### src/biu_pkg.sv
/*
 * Shared types for the BIU to Wishbone subsystem.
 * Burst and size encodings of the core request port, the Wishbone
 * cycle-type and burst-extension tags, and the bridge FSM states.
 * Modules refer to these by scoped names.
 */

package biu_pkg;

  ////////////////////
  // core request side
  ////////////////////

  // burst type as issued by the core
  typedef enum logic [2:0] {
    SINGLE = 3'd0,
    INCR   = 3'd1,  // undefined length, run as one beat
    WRAP4  = 3'd2,
    INCR4  = 3'd3,
    WRAP8  = 3'd4,
    INCR8  = 3'd5,
    WRAP16 = 3'd6,
    INCR16 = 3'd7
  } biu_type_e;

  typedef enum logic [2:0] {
    SIZE_BYTE  = 3'd0,
    SIZE_HWORD = 3'd1,
    SIZE_WORD  = 3'd2,
    SIZE_DWORD = 3'd3
  } biu_size_e;

  localparam int BURST_CNT_W = 4;  // beats-1, up to 15

  ////////////////////
  // wishbone tags
  ////////////////////

  typedef enum logic [2:0] {
    CTI_CLASSIC = 3'b000,
    CTI_INCR    = 3'b010,  // incrementing burst, more beats follow
    CTI_EOB     = 3'b111   // last beat of the burst
  } wb_cti_e;

  typedef enum logic [1:0] {
    BTE_LINEAR = 2'b00,
    BTE_WRAP4  = 2'b01,
    BTE_WRAP8  = 2'b10,
    BTE_WRAP16 = 2'b11
  } wb_bte_e;

  // bridge fsm
  typedef enum logic [1:0] {
    ST_IDLE = 2'd0,
    ST_BEAT = 2'd1,
    ST_ERR  = 2'd2
  } bridge_state_e;

endpackage

### src/biu2wb_bridge.sv
/*
 * Core BIU request port to Wishbone B4 master.
 * Accepts one request per strobe, runs it as a single or an
 * incrementing/wrapping burst, returns read data and the beat address
 * one cycle after each Wishbone acknowledge, and aborts on bus error.
 */

`timescale 1ns/100ps

module biu2wb_bridge #(
  parameter int XLEN = 32,
  parameter int PLEN = 32
) (
  input  logic                     HCLK,
  input  logic                     HRESETn,

  // core side
  input  logic                     biu_stb_i,
  output logic                     biu_stb_ack_o,
  output logic                     biu_d_ack_o,
  input  logic [PLEN-1:0]          biu_adri_i,
  output logic [PLEN-1:0]          biu_adro_o,
  input  biu_pkg::biu_size_e       biu_size_i,
  input  biu_pkg::biu_type_e       biu_type_i,
  input  logic                     biu_we_i,
  input  logic [XLEN-1:0]          biu_d_i,
  output logic [XLEN-1:0]          biu_q_o,
  output logic                     biu_ack_o,
  output logic                     biu_err_o,

  // wishbone master
  output logic [PLEN-1:0]          wb_adr_o,
  output logic [XLEN-1:0]          wb_dat_o,
  output logic [XLEN/8-1:0]        wb_sel_o,
  output logic                     wb_we_o,
  output logic                     wb_cyc_o,
  output logic                     wb_stb_o,
  output biu_pkg::wb_cti_e         wb_cti_o,
  output biu_pkg::wb_bte_e         wb_bte_o,
  input  logic [XLEN-1:0]          wb_dat_i,
  input  logic                     wb_ack_i,
  input  logic                     wb_err_i
);

  localparam int SEL_W = XLEN / 8;
  localparam int OFS   = $clog2(SEL_W);  // byte offset bits within a word

  ////////////////////
  // conversions
  ////////////////////

  // burst type -> beats minus one
  function automatic logic [biu_pkg::BURST_CNT_W-1:0] type2cnt(input biu_pkg::biu_type_e t);
    case (t)
      biu_pkg::WRAP4, biu_pkg::INCR4:   return 4'd3;
      biu_pkg::WRAP8, biu_pkg::INCR8:   return 4'd7;
      biu_pkg::WRAP16, biu_pkg::INCR16: return 4'd15;
      default:                          return 4'd0;  // SINGLE, INCR
    endcase
  endfunction

  function automatic biu_pkg::wb_bte_e type2bte(input biu_pkg::biu_type_e t);
    case (t)
      biu_pkg::WRAP4:  return biu_pkg::BTE_WRAP4;
      biu_pkg::WRAP8:  return biu_pkg::BTE_WRAP8;
      biu_pkg::WRAP16: return biu_pkg::BTE_WRAP16;
      default:         return biu_pkg::BTE_LINEAR;
    endcase
  endfunction

  // byte lanes from size and low address bits, aligned to the size
  function automatic logic [SEL_W-1:0] size2sel(input biu_pkg::biu_size_e sz,
                                                input logic [PLEN-1:0] adr);
    logic [SEL_W-1:0] lanes;
    logic [OFS-1:0]   ofs;
    ofs = adr[OFS-1:0];
    case (sz)
      biu_pkg::SIZE_BYTE: lanes = SEL_W'(1);
      biu_pkg::SIZE_HWORD: begin
        lanes = SEL_W'(3);
        ofs   = ofs & ~OFS'(1);
      end
      biu_pkg::SIZE_WORD: begin
        lanes = SEL_W'(4'hf);
        ofs   = ofs & ~OFS'(3);  // zero for 32 bit data
      end
      default: begin
        lanes = '1;  // dword, whole bus
        ofs   = '0;
      end
    endcase
    return lanes << ofs;
  endfunction

  // next beat address, wraps inside beats*SEL_W bytes
  function automatic logic [PLEN-1:0] nxt_addr(input logic [PLEN-1:0] adr,
                                               input biu_pkg::wb_bte_e bte);
    logic [PLEN-1:0] lin;
    logic [PLEN-1:0] wmask;
    lin = (adr + PLEN'(SEL_W)) & ~PLEN'(SEL_W - 1);
    case (bte)
      biu_pkg::BTE_WRAP4:  wmask = PLEN'(4 * SEL_W - 1);
      biu_pkg::BTE_WRAP8:  wmask = PLEN'(8 * SEL_W - 1);
      biu_pkg::BTE_WRAP16: wmask = PLEN'(16 * SEL_W - 1);
      default:             wmask = '1;  // linear
    endcase
    return (adr & ~wmask) | (lin & wmask);
  endfunction

  ////////////////////
  // control
  ////////////////////

  biu_pkg::bridge_state_e              state;
  logic [biu_pkg::BURST_CNT_W-1:0]     burst_cnt;  // beats left after current
  logic                                beat_ack;
  logic                                more;

  assign beat_ack = (state == biu_pkg::ST_BEAT) & wb_ack_i & ~wb_err_i;
  assign more     = |burst_cnt;

  assign biu_stb_ack_o = biu_stb_i & (state == biu_pkg::ST_IDLE);  // accept in idle only
  // beat 0 data at accept, beat n+1 data on beat n ack
  assign biu_d_ack_o   = (biu_stb_ack_o & biu_we_i) | (beat_ack & more & wb_we_o);
  assign biu_err_o     = (state == biu_pkg::ST_ERR);  // one cycle after wb error

  always_ff @(posedge HCLK or negedge HRESETn) begin
    if (!HRESETn) begin
      state     <= biu_pkg::ST_IDLE;
      burst_cnt <= '0;
      wb_cyc_o  <= 1'b0;
      wb_stb_o  <= 1'b0;
      wb_we_o   <= 1'b0;
      wb_cti_o  <= biu_pkg::CTI_CLASSIC;
      wb_bte_o  <= biu_pkg::BTE_LINEAR;
      biu_ack_o <= 1'b0;
    end else begin
      biu_ack_o <= 1'b0;
      case (state)
        biu_pkg::ST_IDLE: begin
          if (biu_stb_i) begin
            state     <= biu_pkg::ST_BEAT;
            burst_cnt <= type2cnt(biu_type_i);
            wb_cyc_o  <= 1'b1;
            wb_stb_o  <= 1'b1;
            wb_we_o   <= biu_we_i;
            wb_bte_o  <= type2bte(biu_type_i);
            wb_cti_o  <= (type2cnt(biu_type_i) == '0) ? biu_pkg::CTI_CLASSIC
                                                      : biu_pkg::CTI_INCR;
          end
        end
        biu_pkg::ST_BEAT: begin
          if (wb_err_i) begin  // abandon rest of burst
            state     <= biu_pkg::ST_ERR;
            burst_cnt <= '0;
            wb_cyc_o  <= 1'b0;
            wb_stb_o  <= 1'b0;
          end else if (wb_ack_i) begin
            biu_ack_o <= 1'b1;
            if (!more) begin
              state    <= biu_pkg::ST_IDLE;
              wb_cyc_o <= 1'b0;
              wb_stb_o <= 1'b0;
            end else begin
              burst_cnt <= burst_cnt - 1'b1;
              wb_cti_o  <= (burst_cnt == 4'd1) ? biu_pkg::CTI_EOB : biu_pkg::CTI_INCR;
            end
          end
        end
        default: state <= biu_pkg::ST_IDLE;  // ST_ERR, single cycle
      endcase
    end
  end

  ////////////////////
  // payload
  ////////////////////

  always_ff @(posedge HCLK) begin
    if (biu_stb_ack_o) begin
      wb_adr_o <= biu_adri_i;
      wb_dat_o <= biu_d_i;
      wb_sel_o <= size2sel(biu_size_i, biu_adri_i);
    end else if (beat_ack && more) begin
      wb_adr_o <= nxt_addr(wb_adr_o, wb_bte_o);
      wb_dat_o <= biu_d_i;  // next beat, presented after d_ack
    end

    if (beat_ack) begin
      biu_q_o    <= wb_dat_i;
      biu_adro_o <= wb_adr_o;  // address of the beat just acked
    end
  end

endmodule

### config.mk
export PLATFORM = sky130hd
export DESIGN_NAME = biu2wb_bridge
export DESIGN_NICKNAME = d
export VERILOG_FILES = /design/src/biu_pkg.sv /design/src/biu2wb_bridge.sv
export SDC_FILE = /design/constraint.sdc
export NUM_CORES = 1
export LEC_CHECK = 0
export BUFFER_PORTS_ARGS = -buffer_cell sky130_fd_sc_hd__buf_2
export CORE_UTILIZATION = 48
export DETAILED_ROUTE_END_ITERATION = 6
export PLACE_DENSITY = 0.81
export SYNTH_ARGS = -nofsm -noshare
export SYNTH_HDL_FRONTEND = slang
export SYNTH_SLANG_ARGS = --single-unit
### constraint.sdc
create_clock -name HCLK -period 3.6 [get_ports HCLK]
set_input_delay 0.54 -clock HCLK [delete_from_list [all_inputs] [get_ports HCLK]]
set_output_delay 0.54 -clock HCLK [all_outputs]
set_load 0.01 [all_outputs]
==> results of run 1 <==
-- report_power, final --
group	internal, mW	switching [mW]
combinational	0.420	0.626
clock	0.942	0.668
sequential	2.18	0.233
total	3.55	1.53
-- critical path, cell delays in order (launching register included) --
cell                       delay [ns]
sky130_fd_sc_hd__dfrtp_1         0.47
sky130_fd_sc_hd__or3b_2          0.47
sky130_fd_sc_hd__clkinv_1        0.54
sky130_fd_sc_hd__nand2_1         0.23
sky130_fd_sc_hd__nand2_1         0.07
sky130_fd_sc_hd__buf_2           0.14
-- cells by family after synthesis --
| kind of cell | count (synthesis) | synth area share |
|---|---|---|
| and+or+nand+nor | 156 | 0.139 |
| xor gates and xnor gates | 14 | 0.0210 |
| AOI/OAI and AO/OA | 55 | 0.0613 |
| muxes | 5 | 0.00944 |
| adders and majority gates | 6 | 0.0129 |
| buffers and inverters | 28 | 0.0210 |
| DFF | 145 | 0.735 |
-- area by class of cell --
| class | instances | area [sq um] |
|---|---|---|
| inverter | 14 | 52.6 |
| sequential | 145 | 4290 |
| fill | 851 | 3770 |
| tap | 143 | 179 |
| clock inverter | 14 | 115 |
| clock buffer | 18 | 429 |
| multi-input combinational | 236 | 1440 |
| timing repair buffer | 260 | 1340 |
-- routing by layer --
| metal | part of all wire | wire length [um] | up-vias |
|---|---|---|---|
| met3 | 0.066 | 978 | 31 |
| met4 | 0.022 | 318 | 0 |
| met5 | 0 | 0 | - |
| met1 | 0.39 | 5820 | 2194 |
| met2 | 0.52 | 7630 | 215 |
| li1 | - | - | 2088 |
-- synth_stat cells (all sizes together), types with 4 or more instances --
cell,number
edfxtp,132
nand2,45
nand3,26
o21ai,23
nor2,22
nor3,14
dfrtp,13
inv,13
nand4,12
xnor2,12
buf,10
and3,7
ha,6
nor4,6
o211ai,6
a31oi,5
o31ai,5
or4,5
a21oi,4
and2,4
clkbuf,4
mux2,4
-- worst paths after layout --
check	end	slack (ns)	cells past startpoint
worst min-delay path	wb_dat_o[31]	0.29	1
worst min register to register	biu_adro_o[0]	0.44	0
min in group asynchronous	wb_we_o	0.55	2
worst max-delay path	biu_d_ack_o	0.71	5
worst max register to register	flop	0.93	6
max in group asynchronous	wb_bte_o[1]	2.82	2
-- through the flow --
stage	std cells	area, sq um	power [mW]
global placement	797	7290	3.43
global route	830	7840	5.30
CTS	830	7840	5.10
detailed placement	797	7290	3.50
finish	830	7840	5.07
floorplan	409	5830	3.02
==> results.rst, run 1 <==
.. list-table::
   :header-rows: 1

   * - Metric
     - Value
   * - Worst setup margin
     - approximately 0.71 ns
   * - Critical path required time
     - approximately 3 ns
   * - Via/cell ratio
     - 5.46
   * - TritonCTS clock tree
     - built
   * - Met1 usage in global routing
     - 0.286
   * - NumNets Final
     - ~790
   * - Core Util, Final
     - 0.675
   * - Met2 Usage GRT
     - 0.412
   * - Highest-count cells in the layout ignoring fill and taps
     - sky130_fd_sc_hd__buf_2, sky130_fd_sc_hd__edfxtp_1, sky130_fd_sc_hd__nand2_1
   * - Highest Clock Rate
     - about 350 MHz
   * - Hold wc startpoint
     - biu_d_i[31]
   * - Unrepaired setup endpoints after global routing
     - false
   * - Average footprint of a synthesized cell
     - between 10 and 15 sq um
   * - Main flop type after synthesis
     - sky130_fd_sc_hd__edfxtp_1
   * - Count of final hold-check violations
     - 0
   * - Status
     - finished with violations
   * - GRT overflow
     - 0
   * - Via count of the routed design
     - roughly 4500
   * - Last weighted congestion value of the routability-driven placer
     - approximately 0.93
   * - Slew at the pin with the worst max-slew slack
     - 0.686 ns
   * - Leakage power
     - between 3 and 4 nW
   * - Met3 demand-to-capacity share in global routing
     - 0.0605
   * - Startpoint of the worst-slack reg-to-reg timing path
     - state[0]
   * - Dominant cell type by area after synthesis
     - sky130_fd_sc_hd__edfxtp_1
   * - Antenna diodes
     - 0
   * - Height of the die
     - about 110 um
   * - Final setup violation count
     - 0
   * - Number of enable-type register cells in the synthesized netlist
     - between 100 and 150
   * - Clock insertion delay at the later pin of the skew report
     - 0.42 ns
   * - Commonest non-fill, non-tap cell in the layout
     - sky130_fd_sc_hd__buf_2
   * - Hold Slack
     - 0.293 ns
   * - Port bufs
     - around 250
   * - Largest cells by area after synthesis
     - sky130_fd_sc_hd__edfxtp_1, sky130_fd_sc_hd__dfrtp_1, sky130_fd_sc_hd__nand2_1
   * - Wire length of the first global-routing pass
     - between 20 and 25 mm
   * - Power per cell area
     - between 600 and 700 mW/mm^2
   * - Peak ir drop on the vdd network
     - about 0.33 mV
   * - Die width
     - 112 um
   * - Post-CTS Hold Buffers
     - 1
   * - Seq cells post-synth
     - 145
   * - Shortest clock period the worst path allows after layout
     - between 2 and 3 ns
   * - Fin Clk Skew
     - roughly 0.0034 ns
   * - Worst endpoint data arrival time
     - 2.35 ns
   * - Cell count after synthesis
     - slightly above 400
   * - Setup TNS
     - 0 ns
   * - Initial DRC count
     - 438
   * - # IOs
     - 252
   * - DR WL/cell
     - 17.8 um
   * - Relative slew margins
     - 0.543
   * - Kind of critical path
     - flop to output pin
   * - Area share of the largest cell type after synthesis
     - 0.679
   * - Worst setup startpoint
     - state[0]
   * - CP Capture Type
     - output pin
   * - Share of cells above drive strength 1
     - 0.444
   * - Largest fanout of any net on the critical path
     - 22
   * - Dpl hpwl
     - 10.8 mm
   * - GRT Max-Usage Layer
     - met2
   * - Library cells used by synthesis
     - 46
   * - Total global routing track utilization
     - 0.240
   * - Post-synth design cell area
     - 0.00583 sq mm
   * - Initial antenna violation count
     - 0
   * - Async SR Flop Fraction
     - 0.0897
   * - Drc violations
     - 18
   * - Number of warning messages in the yosys log
     - 0
   * - Vias in the first global route
     - approximately 4400
   * - Period utilisation layout
     - 0.802
   * - Layout Area Growth over Synthesis
     - 34.4%
   * - Post-Syn Nets
     - approximately 520
   * - Count of final max-slew check failures
     - 0
   * - Min-delay worst type
     - input pin to flop
   * - Worst slack at placement
     - about 0.72 ns
   * - Failing checks
     - design-rule violations
   * - Largest net degree at the start of global routing
     - 38
   * - Starting density of the core
     - 0.502
   * - WL final
     - 14.7 mm
   * - Max-cap violation count
     - 0
   * - Post-synthesis sequential area ratio
     - 0.735
   * - Die outline area
     - approximately 0.013 sq mm
   * - DR pass1 iterations
     - 7
   * - Cell row count
     - 39
   * - Total core area
     - approximately 0.012 sq mm
   * - Antenna viol nets, final
     - 0
   * - Element type at the critical path start
     - flop
   * - Clock tree root driver cell
     - sky130_fd_sc_hd__clkbuf_16
   * - Clock buffer depth
     - 2
   * - Num CTS Buffers
     - 17
   * - Post-CTS setup buffer count
     - 0
   * - Post-CTS clock slew at the launch and capture registers of the worst setup and hold paths
     - 0.06 ns
   * - Deepest level of the CTS H-tree
     - 4
   * - Number of resized instances in the post-cts repair step
     - 0
   * - Clock Sinks
     - around 150
Power figures use the tool's default switching activity.
==> run 2: changes to the inputs <==
--- a/config.mk
+++ b/config.mk
@@ -6,9 +6,9 @@
 export NUM_CORES = 1
 export LEC_CHECK = 0
 export BUFFER_PORTS_ARGS = -buffer_cell sky130_fd_sc_hd__buf_2
-export CORE_UTILIZATION = 48
+export CORE_UTILIZATION = 43
 export DETAILED_ROUTE_END_ITERATION = 6
-export PLACE_DENSITY = 0.81
+export PLACE_DENSITY = 0.76
 export SYNTH_ARGS = -nofsm -noshare
 export SYNTH_HDL_FRONTEND = slang
 export SYNTH_SLANG_ARGS = --single-unit
==> constraint.sdc (replaced) <==
create_clock -name HCLK -period 2.49 [get_ports HCLK]
set_input_delay 0.3735 -clock HCLK [delete_from_list [all_inputs] [get_ports HCLK]]
set_output_delay 0.3735 -clock HCLK [all_outputs]
set_load 0.01 [all_outputs]
==> results.rst, run 2 (synthesis gave the netlist of run 1 again) <==
.. list-table::
   :header-rows: 1

   * - Metric
     - Value
   * - Status
     - finished, final reports clean
   * - Met3 demand-to-capacity share in global routing
     - 0.0584
   * - Power per cell area
     - approximately 940 mW/mm^2
   * - Post-CTS setup buffer count
     - 0
   * - GRT Max-Usage Layer
     - met2
   * - Clock buffer depth
     - 2
   * - Kind of critical path
     - flop to output pin
   * - Worst reg2reg path depth
     - 5
   * - Cell depth of the worst min-delay path
     - 1
   * - Antenna viol nets, final
     - 0
   * - Max-cap violation count
     - 0
   * - Highest-count cells in the layout ignoring fill and taps
     - sky130_fd_sc_hd__buf_2, sky130_fd_sc_hd__edfxtp_1, sky130_fd_sc_hd__nand2_1
   * - Initial DRC count
     - about 330
   * - Die width
     - approximately 120 um
   * - Leakage power
     - ~3.3 nW
   * - Setup slack of the most critical reg-to-reg path
     - between 0.3 and 0.4 ns
   * - Clock tree root driver cell
     - sky130_fd_sc_hd__clkbuf_16
   * - Met2 Usage GRT
     - 0.354
   * - Post-CTS clock slew at the launch and capture registers of the worst setup and hold paths
     - 0.06 ns
   * - Clock insertion delay at the later pin of the skew report
     - around 0.41 ns
   * - # IOs
     - roughly 250
   * - Period utilisation layout
     - 0.959
   * - Port bufs
     - around 250
   * - Commonest non-fill, non-tap cell in the layout
     - sky130_fd_sc_hd__buf_2
   * - TritonCTS clock tree
     - built
   * - Finished Cell Area
     - approximately 0.0080 sq mm
   * - Count of final hold-check violations
     - 0
   * - Fin Clk Skew
     - between 0.008 and 0.009 ns
   * - Total global routing track utilization
     - 0.212
   * - Die outline area
     - around 0.014 sq mm
   * - Dpl hpwl
     - approximately 11 mm
   * - Via/cell ratio
     - 5.23
   * - Startpoint of the worst-slack reg-to-reg timing path
     - state[0]
   * - Count of final max-slew check failures
     - 0
   * - Critical path required time
     - around 2.1 ns
   * - Relative slew margins
     - 0.632
   * - Via count of the routed design
     - 4568
   * - WL final
     - 14.6 mm
   * - Largest fanout of any net on the critical path
     - 8
   * - Drc violations
     - 0
   * - Min-delay worst type
     - input pin to flop
   * - Antenna diodes
     - 0
   * - Unrepaired setup endpoints after global routing
     - false
   * - CP Capture Type
     - output pin
   * - Height of the die
     - about 120 um
   * - NumNets Final
     - 798
   * - Share of cells above drive strength 1
     - 0.459
   * - Slew at the pin with the worst max-slew slack
     - 0.549 ns
   * - Cell row count
     - 42
   * - Deepest level of the CTS H-tree
     - 4
   * - GRT overflow
     - 0
   * - Core Util, Final
     - 0.605
   * - Number of resized instances in the post-cts repair step
     - 0
   * - Met1 usage in global routing
     - 0.256
   * - Num CTS Buffers
     - 17
   * - Worst endpoint data arrival time
     - 2.01 ns
   * - Post-place instance area
     - between 0.007 and 0.008 sq mm
   * - Last weighted congestion value of the routability-driven placer
     - ~0.92
   * - Shortest clock period the worst path allows after layout
     - around 2.4 ns
   * - Setup TNS
     - 0 ns
   * - Post-CTS Hold Buffers
     - 1
   * - Wire length of the first global-routing pass
     - ~23 mm
   * - DR pass1 iterations
     - 4
   * - Largest net degree at the start of global routing
     - 65
   * - Destination of the worst hold path
     - wb_dat_o[16]
   * - Highest Clock Rate
     - about 420 MHz
   * - Vias in the first global route
     - around 4400
   * - DR WL/cell
     - ~17 um
   * - Hold wc startpoint
     - biu_d_i[16]
   * - Starting density of the core
     - 0.441
   * - Peak ir drop on the vdd network
     - about 0.45 mV
   * - Total core area
     - 0.0132 sq mm
   * - Final setup violation count
     - 0
   * - Layout Area Growth over Synthesis
     - 37.4%
   * - Design Power
     - 7.56 mW
   * - Initial antenna violation count
     - 0
   * - Element type at the critical path start
     - flop
   * - Clock Sinks
     - 145
run 2: changes by cell type in the layout (fill, tap and decap cells not counted), moves of 2 or more:
| cell | before | now |
|---|---|---|
| sky130_fd_sc_hd__clkinvlp_4 | 5 | 1 |
| sky130_fd_sc_hd__clkinv_2 | 2 | 4 |
| sky130_fd_sc_hd__clkinv_4 | 1 | 5 |
| sky130_fd_sc_hd__buf_4 | 7 | 16 |
| sky130_fd_sc_hd__clkinv_1 | 5 | 2 |
run 2: area by class of cell:
| type | instances | area [sq um] |
|---|---|---|
| fill | 1068 | 5230 |
| inverter | 14 | 52.6 |
| clock buffer | 17 | 425 |
| multi-input combinational | 236 | 1440 |
| tap | 176 | 220 |
| sequential | 145 | 4290 |
| timing repair buffer | 270 | 1430 |
| clock inverter | 15 | 160 |
run 2: critical path: stages (launching register included):
cell	delay, ns
sky130_fd_sc_hd__dfrtp_1	0.45
sky130_fd_sc_hd__or3b_2	0.54
sky130_fd_sc_hd__clkinv_1	0.15
sky130_fd_sc_hd__buf_4	0.20
sky130_fd_sc_hd__nand2_1	0.08
sky130_fd_sc_hd__nand2_1	0.06
sky130_fd_sc_hd__buf_2	0.12
run 2: how the worst max path moves through the flow:
stage / endpoint / start / slack, ns
final: biu_d_ack_o / state[0] / 0.10
after global routing: biu_d_ack_o / state[0] / 0.004
after CTS: biu_d_ack_o / burst_cnt[0] / 0.09
after detailed placement: flop / state[0] / 0.38
after global placement: flop / biu_stb_i / 0.46
after floorplan: wb_cti_o[0] / burst_cnt[0] / 0.33
run 2: power by group:
group / internal (mW) / total [mW] / switching, mW / leakage, nW
clock: 1.49 / 2.49 / 1.00 / 0.289
combinational: 0.668 / 1.61 / 0.940 / 1.66
sequential: 3.15 / 3.46 / 0.310 / 1.39
run 2: routing by layer:
metal / vias to the layer above / wire (um)
li1: 2114 / -
met1: 2205 / 5780
met2: 216 / 7310
met3: 33 / 1150
met4: 0 / 401
met5: - / 0
run 2: stage by stage:
stage / instances / worst slack [ns] / hold slack (ns)
finish: 873 / 0.102 / 0.133
global route: 873 / 0.00442 / 0.112
CTS: 873 / 0.0879 / 0.115
detailed placement: 840 / 0.382 / 0.278
global placement: 840 / 0.457 / 0.277
floorplan: 409 / 0.326 / 0.0779
==> run 3: changes to the inputs <==
--- a/config.mk
+++ b/config.mk
@@ -8,7 +8,9 @@
 export BUFFER_PORTS_ARGS = -buffer_cell sky130_fd_sc_hd__buf_2
 export CORE_UTILIZATION = 43
 export DETAILED_ROUTE_END_ITERATION = 6
+export HOLD_SLACK_MARGIN = 0.15
 export PLACE_DENSITY = 0.76
+export REMOVE_ABC_BUFFERS = 1
 export SYNTH_ARGS = -nofsm -noshare
 export SYNTH_HDL_FRONTEND = slang
 export SYNTH_SLANG_ARGS = --single-unit
==> results.rst, run 3 (synthesis gave the netlist of run 1 again) <==
.. list-table::
   :header-rows: 1

   * - Metric
     - Value
   * - Status
     - finished, final reports clean
   * - Cell type of the slowest stage on the worst timing path
     - sky130_fd_sc_hd__or3b_2
   * - Num CTS Buffers
     - 17
   * - Count of final max-slew check failures
     - 0
   * - Kind of critical path
     - flop to output pin
   * - Startpoint of the worst-slack reg-to-reg timing path
     - wb_bte_o[1]
   * - Die width
     - ~120 um
   * - Post-place instance area
     - ~0.0074 sq mm
   * - Count of final hold-check violations
     - 0
   * - Via count of the routed design
     - 4873
   * - Total core area
     - 0.0132 sq mm
   * - Vias in the first global route
     - 4887
   * - Via/cell ratio
     - around 5.2
   * - Sw power
     - about 2.4 mW
   * - Destination of the worst hold path
     - wb_we_o
   * - Unrepaired setup endpoints after global routing
     - false
   * - Cell chain of the critical path
     - inv_1 -> ha_1 -> or3b_2 -> and3_1 -> nand2_1 -> nand2_1 -> buf_2
   * - Design Power
     - 7.73 mW
   * - Area used by multi-input combinational logic
     - roughly 0.0014 sq mm
   * - Worst setup startpoint
     - burst_cnt[1]
   * - Power per cell area
     - roughly 890 mW/mm^2
   * - Cell depth of the worst min-delay path
     - 3
   * - Shortest clock period the worst path allows after layout
     - 2.40 ns
   * - Post-CTS clock slew at the launch and capture registers of the worst setup and hold paths
     - roughly 0.07 ns
   * - Worst slack at placement
     - ~0.27 ns
   * - Hold Slack
     - approximately 0.18 ns
   * - Critical path required time
     - around 2.1 ns
   * - Share of cells above drive strength 1
     - 0.418
   * - Most Frequent Cell on Critical Path
     - sky130_fd_sc_hd__nand2_1
   * - Hold wc startpoint
     - biu_we_i
   * - Last weighted congestion value of the routability-driven placer
     - 0.848
   * - Die outline area
     - 0.0140 sq mm
   * - Largest fanout of any net on the critical path
     - 3
   * - Final setup violation count
     - 0
   * - Relative slew margins
     - 0.611
   * - GRT overflow
     - 0
   * - Wire length of the first global-routing pass
     - 26.3 mm
   * - Share of power burned in combinational logic
     - 0.216
   * - Highest Clock Rate
     - approximately 420 MHz
   * - Clock Sinks
     - about 150
   * - Sequential cell area in the final layout
     - between 0.004 and 0.005 sq mm
   * - Initial antenna violation count
     - 2
   * - Height of the die
     - roughly 120 um
   * - Port bufs
     - 251
   * - Fin Clk Skew
     - about 0.012 ns
   * - Dpl hpwl
     - approximately 12 mm
   * - DR pass1 iterations
     - 5
   * - Int Power
     - between 5 and 6 mW
   * - Starting density of the core
     - 0.441
   * - Worst setup margin
     - 0.0899 ns
   * - Highest-count cells in the layout ignoring fill and taps
     - sky130_fd_sc_hd__buf_2, sky130_fd_sc_hd__edfxtp_1, sky130_fd_sc_hd__dlygate4sd3_1
   * - Worst endpoint data arrival time
     - about 2.0 ns
   * - CP Capture Type
     - output pin
   * - Clock buffer depth
     - 2
   * - Slew at the pin with the worst max-slew slack
     - ~0.58 ns
   * - Peak ir drop on the vdd network
     - between 0.4 and 0.5 mV
   * - Element type at the critical path start
     - flop
   * - Share of total power consumed by net switching
     - 0.305
   * - Clock tree root driver cell
     - sky130_fd_sc_hd__clkbuf_16
   * - Longest individual stage delay on the worst path
     - 0.47 ns
   * - Commonest non-fill, non-tap cell in the layout
     - sky130_fd_sc_hd__buf_2
   * - Sequential power share
     - 0.451
   * - # IOs
     - 252
   * - Worst reg2reg path depth
     - 6
   * - Initial DRC count
     - about 340
   * - Period utilisation layout
     - 0.964
   * - DR WL/cell
     - around 18 um
   * - Largest net degree at the start of global routing
     - 35
   * - Finished Cell Area
     - about 0.0087 sq mm
   * - Deepest level of the CTS H-tree
     - 4
   * - TritonCTS clock tree
     - built
   * - Layout Area Growth over Synthesis
     - 48.4%
   * - Fillers
     - around 990
   * - Drc violations
     - 0
   * - Leakage power
     - between 3 and 4 nW
   * - Setup slack of the most critical reg-to-reg path
     - 0.22 ns
   * - Clock power frac
     - 0.333
   * - NumNets Final
     - 860
   * - WL final
     - around 17 mm
   * - Antenna viol nets, final
     - 0
   * - Clock insertion delay at the later pin of the skew report
     - roughly 0.43 ns
   * - Min-delay worst type
     - input pin to flop
   * - Total global routing track utilization
     - 0.249
   * - Cell row count
     - 42
   * - Core Util, Final
     - 0.654
   * - Max-cap violation count
     - 0
==> run 3: cell count changes in the layout (fill, tap and decap cells not counted), moves of 2 or more <==
cell / previous run / this run
sky130_fd_sc_hd__buf_4: 16 / 14
sky130_fd_sc_hd__clkinv_2: 4 / 0
sky130_fd_sc_hd__clkinv_4: 5 / 1
sky130_fd_sc_hd__clkinvlp_4: 1 / 4
sky130_fd_sc_hd__diode_2: 0 / 2
sky130_fd_sc_hd__dlygate4sd3_1: 1 / 65
sky130_fd_sc_hd__inv_6: 2 / 5
sky130_fd_sc_hd__inv_8: 1 / 3
==> run 3: power groups by stage <==
stage / logic [mW] / registers [mW] / clock network [mW]
floorplan: 0.706 / 3.62 / 0
global placement: 1.50 / 3.51 / 0
detailed placement: 1.55 / 3.53 / 0
CTS: 1.64 / 3.48 / 2.62
global route: 1.83 / 3.54 / 2.70
finish: 1.67 / 3.49 / 2.58
==> run 3: worst max-delay path, delay by kind of cell, from the launching register on <==
family / cells / cell delay (ns)
flops: 1 / 0.39
fa+ha+maj: 1 / 0.17
buf+inv: 2 / 0.25
simple gates: 4 / 0.78
==> run 3: routing by layer <==
metal / vias up / GRT usage / share of wire
li1: 2248 / - / -
met2: 243 / 0.427 / 0.51
met4: 0 / 0.119 / 0.032
met5: - / 0 / 0
met1: 2341 / 0.298 / 0.40
met3: 41 / 0.0521 / 0.063
==> run 3: layout make-up <==
| type | count | share of cell area |
|---|---|---|
| Sequential cell | 145 | 0.495 |
| Timing Repair Buffer | 332 | 0.237 |
| Multi-Input combinational cell | 236 | 0.166 |
| Clock buffer | 18 | 0.0496 |
| Tap cell | 176 | 0.0254 |
| Clock inverter | 14 | 0.0195 |
| Inverter | 14 | 0.00650 |
| Antenna cell | 2 | 0.000578 |
==> run 3: worst max path at each step <==
stage / end / slack [ns] / cells past startpoint
after detailed placement: flop / 0.27 / 6
after floorplan: flop / -0.94 / 4
after CTS: biu_d_ack_o / 0.06 / 7
final: biu_d_ack_o / 0.09 / 7
after global routing: biu_d_ack_o / 0.003 / 7
after global placement: flop / 0.38 / 5
==> run 3: through the flow <==
step	TNS (ns)	std cells
floorplan	-40.72	395
global placement	0	837
detailed placement	0	837
CTS	0	934
global route	0	936
finish	0	937
==> run 3: timing repair <==
action	4_1_cts	5_1_grt
setup endpoints to repair	0	1
gates resized for setup	0	1
hold endpoints to repair	77	0
setup buffers	0	1
hold buffers	65	0
